## src/design/rsa_load_pkg.sv

```systemverilog
`default_nettype none

package rsa_load_pkg;

    // ================================================
    // widths
    // ================================================
    localparam int word_w     = 32;
    localparam int addr_w     = 32;    // word address
    localparam int len_w      = 32;    // burst length, bytes
    localparam int cnt_w      = 8;
    localparam int mode_w     = 2;

    localparam int num_slots  = 5;     // operand fifos
    localparam int slot_idx_w = 3;

    // ================================================
    // key size modes
    // ================================================
    localparam logic [mode_w-1:0] mode_4096 = 2'd0;
    localparam logic [mode_w-1:0] mode_2048 = 2'd1;
    localparam logic [mode_w-1:0] mode_1024 = 2'd2;
    localparam logic [mode_w-1:0] mode_512  = 2'd3;

    // operand length in words
    localparam int words_4096 = 128;
    localparam int words_2048 = 64;
    localparam int words_1024 = 32;
    localparam int words_512  = 16;

    localparam int bytes_per_word = 4;

    // words per operand for a mode code
    function automatic logic [cnt_w-1:0] mode_words(input logic [mode_w-1:0] m);
        logic [cnt_w-1:0] w;
        case (m)
            mode_4096: w = cnt_w'(words_4096);
            mode_2048: w = cnt_w'(words_2048);
            mode_1024: w = cnt_w'(words_1024);
            mode_512:  w = cnt_w'(words_512);
        endcase
        return w;
    endfunction

endpackage

`default_nettype wire

```

## src/design/operand_burst_sched.sv

```systemverilog
`timescale 1ns/1ns
`default_nettype none

module operand_burst_sched import rsa_load_pkg::*; (
    input  wire                   clk,
    input  wire                   rstn,
    input  wire                   start,
    input  wire  [mode_w-1:0]     mode,
    input  wire                   slot_done,
    output logic                  load_start,
    output logic [mode_w-1:0]     mode_q,
    output logic [slot_idx_w-1:0] slot_idx,
    output logic                  rd_start,
    output logic [addr_w-1:0]     rd_addr,
    output logic [len_w-1:0]      rd_len,
    output logic                  load_done
);

    logic                  start_q;
    logic                  start_edge;
    logic                  start_ok;
    logic                  busy;
    logic                  last_slot;
    logic                  next_req;
    logic [slot_idx_w-1:0] req_idx;
    logic [cnt_w-1:0]      words;

    // ================================================
    // start edge and load control
    // ================================================
    always_ff @(posedge clk or negedge rstn) begin
        if (!rstn) begin
            start_q <= 1'b0;
        end else begin
            start_q <= start;
        end
    end

    assign start_edge = start & ~start_q;
    assign start_ok   = start_edge & ~busy;    // edges mid-load are dropped

    always_ff @(posedge clk or negedge rstn) begin
        if (!rstn) begin
            busy       <= 1'b0;
            load_start <= 1'b0;
            load_done  <= 1'b0;
            mode_q     <= mode_4096;
        end else begin
            load_start <= start_ok;
            if (start_ok) begin
                busy      <= 1'b1;
                load_done <= 1'b0;
                mode_q    <= mode;             // held for the whole load
            end else if (slot_done && last_slot) begin
                busy      <= 1'b0;
                load_done <= 1'b1;
            end
        end
    end

    // ================================================
    // slot sequencing
    // ================================================
    assign last_slot = (slot_idx == slot_idx_w'(num_slots - 1));

    always_ff @(posedge clk or negedge rstn) begin
        if (!rstn) begin
            slot_idx <= '0;
        end else if (start_ok) begin
            slot_idx <= '0;
        end else if (slot_done && !last_slot) begin
            slot_idx <= slot_idx + 1'b1;
        end
    end

    // ================================================
    // burst requests
    // ================================================
    // first request follows load_start, the rest follow slot_done
    assign next_req = load_start | (slot_done & ~last_slot);
    assign req_idx  = load_start ? '0 : slot_idx + 1'b1;
    assign words    = mode_words(mode_q);

    always_ff @(posedge clk or negedge rstn) begin
        if (!rstn) begin
            rd_start <= 1'b0;
            rd_addr  <= '0;
            rd_len   <= '0;
        end else begin
            rd_start <= next_req;
            if (next_req) begin
                rd_addr <= addr_w'(req_idx) * addr_w'(words);          // word address
                rd_len  <= len_w'(words) * len_w'(bytes_per_word);     // bytes
            end
        end
    end

    // ================================================
    // checks
    // ================================================
    // a slot never completes on the cycle right after a request
    a_rd_start_pulse: assert property (@(posedge clk) disable iff (!rstn)
        rd_start |=> !rd_start)
        else $error("rd_start held high for two cycles");

    // host must wait for load_done before the next start
    a_no_start_busy: assert property (@(posedge clk) disable iff (!rstn)
        start_edge |-> !busy)
        else $error("start edge during a load, ignored");

endmodule

`default_nettype wire

```

## src/design/operand_word_steer.sv

```systemverilog
`timescale 1ns/1ns
`default_nettype none

module operand_word_steer import rsa_load_pkg::*; (
    input  wire                   clk,
    input  wire                   rstn,
    input  wire                   load_start,
    input  wire  [mode_w-1:0]     mode_q,
    input  wire  [slot_idx_w-1:0] slot_idx,
    input  wire                   rd_data_valid,
    input  wire  [word_w-1:0]     rd_data,
    input  wire                   rd_last,
    output logic [num_slots-1:0]  op_wr_en,
    output logic [word_w-1:0]     op_din,
    output logic [num_slots-1:0]  fifo_full,
    output logic                  slot_done
);

    logic [cnt_w-1:0]     word_cnt;
    logic [cnt_w-1:0]     last_cnt;
    logic                 last_word;
    logic [num_slots-1:0] slot_sel;

    assign last_cnt  = mode_words(mode_q) - 1'b1;
    assign last_word = rd_data_valid & (word_cnt == last_cnt);
    assign slot_sel  = num_slots'(1) << slot_idx;    // current fifo

    // ================================================
    // word counter
    // ================================================
    always_ff @(posedge clk or negedge rstn) begin
        if (!rstn) begin
            word_cnt <= '0;
        end else if (load_start) begin
            word_cnt <= '0;
        end else if (rd_data_valid) begin
            word_cnt <= last_word ? '0 : word_cnt + 1'b1;    // wraps per slot
        end
    end

    // ================================================
    // fifo write path
    // ================================================
    always_ff @(posedge clk or negedge rstn) begin
        if (!rstn) begin
            op_wr_en <= '0;
        end else begin
            op_wr_en <= rd_data_valid ? slot_sel : '0;
        end
    end

    // shared data bus, only one fifo written at a time
    always_ff @(posedge clk) begin
        if (rd_data_valid) begin
            op_din <= rd_data;
        end
    end

    // full flags and slot completion
    always_ff @(posedge clk or negedge rstn) begin
        if (!rstn) begin
            fifo_full <= '0;
            slot_done <= 1'b0;
        end else begin
            slot_done <= last_word;    // same cycle as the final write
            if (load_start) begin
                fifo_full <= '0;
            end else if (last_word) begin
                fifo_full <= fifo_full | slot_sel;
            end
        end
    end

    // ================================================
    // checks
    // ================================================
    // engine burst length must agree with the mode
    a_last_aligned: assert property (@(posedge clk) disable iff (!rstn)
        rd_data_valid |-> (rd_last == (word_cnt == last_cnt)))
        else $error("rd_last does not match counted final word");

    // slot index must stay inside the fifo range
    a_wr_en_onehot: assert property (@(posedge clk) disable iff (!rstn)
        rd_data_valid |=> $onehot(op_wr_en))
        else $error("op_wr_en not one-hot on a word write");

    // scheduler must not request data for a finished slot
    a_slot_not_full: assert property (@(posedge clk) disable iff (!rstn)
        rd_data_valid |-> ((fifo_full & slot_sel) == '0))
        else $error("word for a slot that is already full");

endmodule

`default_nettype wire

```

## src/design/rsa_operand_loader.sv

```systemverilog
`timescale 1ns/1ns
`default_nettype none

module rsa_operand_loader import rsa_load_pkg::*; (
    input  wire                  clk,
    input  wire                  rstn,
    // host
    input  wire                  start,
    input  wire  [mode_w-1:0]    mode,
    output wire                  load_done,
    // burst read engine
    output wire                  rd_start,
    output wire  [addr_w-1:0]    rd_addr,
    output wire  [len_w-1:0]     rd_len,
    input  wire                  rd_data_valid,
    input  wire  [word_w-1:0]    rd_data,
    input  wire                  rd_last,
    // operand fifos
    output wire  [num_slots-1:0] op_wr_en,
    output wire  [word_w-1:0]    op_din,
    output wire  [num_slots-1:0] fifo_full
);

    logic                  load_start;
    logic [mode_w-1:0]     mode_q;
    logic [slot_idx_w-1:0] slot_idx;
    logic                  slot_done;

    // ================================================
    // request side
    // ================================================
    operand_burst_sched sched_i (
        .clk        (clk),
        .rstn       (rstn),
        .start      (start),
        .mode       (mode),
        .slot_done  (slot_done),
        .load_start (load_start),
        .mode_q     (mode_q),
        .slot_idx   (slot_idx),
        .rd_start   (rd_start),
        .rd_addr    (rd_addr),
        .rd_len     (rd_len),
        .load_done  (load_done)
    );

    // ================================================
    // return data side
    // ================================================
    operand_word_steer steer_i (
        .clk           (clk),
        .rstn          (rstn),
        .load_start    (load_start),
        .mode_q        (mode_q),
        .slot_idx      (slot_idx),
        .rd_data_valid (rd_data_valid),
        .rd_data       (rd_data),
        .rd_last       (rd_last),
        .op_wr_en      (op_wr_en),
        .op_din        (op_din),
        .fifo_full     (fifo_full),
        .slot_done     (slot_done)    // back to the scheduler
    );

endmodule

`default_nettype wire

```

## config.mk

```make
export PLATFORM = sky130hd
export DESIGN_NAME = rsa_operand_loader
export DESIGN_NICKNAME = d
export VERILOG_FILES = /design/src/design/rsa_load_pkg.sv /design/src/design/operand_burst_sched.sv /design/src/design/operand_word_steer.sv /design/src/design/rsa_operand_loader.sv
export SDC_FILE = /design/constraint.sdc
export NUM_CORES = 1
export LEC_CHECK = 0
export ABC_AREA = 1
export BUFFER_PORTS_ARGS = -buffer_cell sky130_fd_sc_hd__buf_2
export CAP_MARGIN = 10
export CORE_UTILIZATION = 51
export DETAILED_ROUTE_END_ITERATION = 12
export PLACE_DENSITY = 0.86
export RECOVER_POWER = 50
export SYNTH_ARGS = -nofsm -noshare
export SYNTH_HDL_FRONTEND = slang
export SYNTH_SLANG_ARGS = --single-unit
export TNS_END_PERCENT = 50
```

## constraint.sdc

```tcl
create_clock -name clk -period 5.75 [get_ports clk]
set_clock_uncertainty 0.2 [all_clocks]
set_input_delay 0.2875 -clock clk [delete_from_list [all_inputs] [get_ports clk]]
set_output_delay 0.2875 -clock clk [all_outputs]
set_load 0.1 [all_outputs]
```

==> results.sh <==
export IMPL_pre_cts_slack_ps=2690
export IMPL_worstMarginPinSlew_ps=2080
export IMPL_setup_tns_ps=0
export IMPL_synth_top_family_by_area="buffers and inverters"
export IMPL_syn_inst=319
export IMPL_clk_latency_ps=350
export IMPL_cp_data_required_time_ps=5820
export IMPL_avgSynthCellArea_um2=10.7
export IMPL_cts_sinks=72
export IMPL_fin_crit_sh_pct=53.9
export IMPL_ys_seq_area_share_pct=57.4
export IMPL_met3_length_um=633
export IMPL_final_cell_mix="buf_2 (86), conb_1 (53), nand2_1 (41), dfrtp_1 (40), nor2_1 (37)"
export IMPL_core_area_mm2=0.00642
export IMPL_grt_max_degree=41
export IMPL_dp_hpwl_um=4520
export IMPL_antenna_found_initial=0
export IMPL_clock_power_share_pct=20.5
export IMPL_cp_end_kind="flip-flop"
export IMPL_chipWidth_um=83.9
export IMPL_switching_share_pct=50.2
export IMPL_pwr_share_comb_pct=44.7
export IMPL_rsz0062_at_grt="false"
export IMPL_stdcell_count=536
export IMPL_wl_um=6960
export IMPL_grt_usage_pct=20.4
export IMPL_routabilityCongestion=0.871
export IMPL_dr_wl_met2_um=3350
export IMPL_hold_slack_ps=308
export IMPL_pin_count=147
export IMPL_vias_per_cell=4.67
export IMPL_drv_slew=78
export IMPL_cts_tree="done"
export IMPL_initial_utilization_pct=53.2
export IMPL_rows=29
export IMPL_worst_path_max_delay_cell="fa_1"
export IMPL_grt_pass1_wl_um=11100
export IMPL_grt_pass1_vias=2340
export IMPL_clockBufferDepth=2
export IMPL_ys_ff_latch=72
export IMPL_io_buffer_count=92
export IMPL_synth_compound_area_share_pct=4.14
export IMPL_mappedNetlistArea_mm2=0.00342
export IMPL_cts_buffers=9
export IMPL_maxCapViolCount=2
export IMPL_dp_cells=484
export IMPL_synthAdderAreaFrac_pct=6.15
export IMPL_final_common_cell="buf_2"
export IMPL_ir_drop_v=0.000384
export IMPL_pwr_density_cell_mw_per_mm2=458
export IMPL_cp_start_kind="flip-flop"
export IMPL_critical_path_class="reg -> reg"
export IMPL_area_growth_pct=25.9
export IMPL_drive_gt1_share_pct=25.1
export IMPL_highest_layer="met4"
export IMPL_register_area_mm2=0.00196
export IMPL_synthMuxAreaShare_pct=1.32
export IMPL_synthXorXnorAreaFrac_pct=1.02
export IMPL_finalHoldViolations=0
export IMPL_dr_pass1_iters=9
export IMPL_ys_warn_count=0
export IMPL_multi_input_area_mm2=0.00110
export IMPL_p_int_uw=982
export IMPL_path_cells="ha_1 -> ha_1 -> nor2_1 -> nand2_1 -> fa_1 -> inv_1 -> ha_1 -> inv_1 -> fa_1 -> nand3b_1 -> a31oi_1"
export IMPL_setup_ws_ps=2650
export IMPL_fmax_ghz=0.323
export IMPL_wl_per_cell_um=13.0
export IMPL_switchingPower_uw=989
export IMPL_worstPathMaxFanout=6
export IMPL_vias=2502
export IMPL_final_util_pct=67.0
export IMPL_post_cts_resize_count=0
export IMPL_fin_crit_ps=3100
export IMPL_fillers=470
export IMPL_crit_top_cell="ha_1"
export IMPL_diodes=0
export IMPL_die_area_mm2=0.00703
export IMPL_cpPeakStageDelay_ps=480
export IMPL_drc_errors=30
export IMPL_violations="design-rule violations, max-capacitance violations, max-slew violations"
export IMPL_cts_htree_levels=3
export IMPL_crit_arrival_ps=3170
export IMPL_die_h_um=83.9
export IMPL_grt_overflow=0
export IMPL_ant_nets=0
export IMPL_p_leak_nw=2.24
export IMPL_clkTransAtPathRegs_ps=80
export IMPL_setup_viol=0
export IMPL_nets=508
export IMPL_met1_length_um=2900
export IMPL_yosys_area_share_simple_pct=13.6
export IMPL_p_seq_share_pct=34.8
export IMPL_worstHoldPathType="reg -> reg"
export IMPL_slew_headroom_pct=-38.6
export IMPL_drt_iter0_drc=116
export IMPL_synthDistinctLibCells=27
export IMPL_cts_root_buf="clkbuf_8"
export IMPL_outcome="complete, but fails checks"
[state kept, by name (all words and copies together), names as in the netlist, 2 cells and up]
name	flops
steer_i.op_din	32
sched_i.mode_q	2
steer_i.op_wr_en	5
sched_i.slot_idx	3
steer_i.fifo_full	5
steer_i.word_cnt	8
sched_i.rd_len	4
sched_i.rd_addr	7
[cell families (layout without fill, tap and decap cells)]
kind of cell / count (synthesis) / in the layout
other: 1 / 53
muxes: 4 / 4
AOI/OAI and AO/OA: 26 / 26
and+or+nand+nor: 106 / 106
DFF: 72 / 72
xor gates and xnor gates: 4 / 4
buffers and inverters: 91 / 179
adders and majority gates: 15 / 15
[per-layer routing]
metal / track usage (%) / vias to the layer above
met5: 0 / -
met4: 7.05 / 0
met3: 6.13 / 8
met2: 33.6 / 123
met1: 25.7 / 1177
li1: - / 1194
[synth_stat cells, drive strengths merged]
cell | count | area, um2
a22o | 1 | 8.76
buf | 56 | 424
nor3 | 2 | 10.0
nand4 | 1 | 6.26
nand3b | 1 | 7.51
conb | 1 | 3.75
mux2 | 4 | 45.0
dfrtp | 40 | 1000
nor2 | 39 | 151
o21ai | 9 | 45.0
nand3 | 19 | 108
a31oi | 2 | 12.5
ha | 12 | 150
inv | 35 | 131
xor2 | 4 | 35.0
o22ai | 2 | 12.5
edfxtp | 32 | 961
nand2 | 44 | 183
fa | 3 | 60.1
a21oi | 11 | 55.1
a21o | 1 | 7.51
[cell type report]
| type | instances | share of cell area (%) |
|---|---|---|
| Clock inverter | 6 | 1.54 |
| Multi-Input combinational cell | 208 | 25.5 |
| Clock buffer | 10 | 3.20 |
| Inverter | 35 | 3.05 |
| Timing Repair Buffer | 128 | 18.9 |
| Tap cell | 77 | 2.24 |
| Sequential cell | 72 | 45.6 |
[through the flow]
stage | total power, mW | cell area (um2)
2_1_floorplan | 1.45 | 3610
3_3_place_gp | 1.53 | 3750
3_5_place_dp | 1.55 | 3750
4_1_cts | 1.98 | 4310
5_1_grt | 2.05 | 4300
6_report | 1.97 | 4300
[worst max-delay path, delay by kind of cell (launching register included)]
kind | cells | cell delay [ps]
adder cells (fa/ha/maj) | 5 | 1570
AND/OR/NAND/NOR | 3 | 510
flip-flops | 1 | 450
AO/OA/AOI/OAI | 1 | 160
buffers and inverters | 2 | 140
[repair_timing]
item,4_1_cts,5_1_grt
endpoints found under the hold margin,75,0
hold buffers,36,0
setup buffers,0,0
[power by group through the flow]
stage | clock (mW) | combinational, mW | sequential (mW)
6_report | 0.405 | 0.881 | 0.685
5_1_grt | 0.431 | 0.919 | 0.696
4_1_cts | 0.413 | 0.880 | 0.683
3_5_place_dp | 0 | 0.858 | 0.693
3_3_place_gp | 0 | 0.845 | 0.689
2_1_floorplan | 0 | 0.340 | 1.11
[path summary, 6_finish.rpt]
| check | cells after the start | start | to | slack, ps |
|---|---|---|---|---|
| max in group asynchronous | 2 | rstn | steer_i.word_cnt[7]$_DFFE_PN0P_ | 3270 |
| worst min-delay path | 2 | sched_i.load_done$_DFFE_PN0P_ | sched_i.load_done$_DFFE_PN0P_ | 310 |
| worst min register to register | 2 | sched_i.load_done$_DFFE_PN0P_ | sched_i.load_done$_DFFE_PN0P_ | 310 |
| worst max-delay path | 11 | sched_i.slot_idx[0]$_DFFE_PN0P_ | sched_i.rd_addr[10]$_DFFE_PN0P_ | 2650 |
| worst max register to register | 11 | sched_i.slot_idx[0]$_DFFE_PN0P_ | sched_i.rd_addr[10]$_DFFE_PN0P_ | 2650 |
| min in group asynchronous | 2 | rstn | sched_i.rd_addr[6]$_DFFE_PN0P_ | 880 |
(Power assumes the default switching activity.)
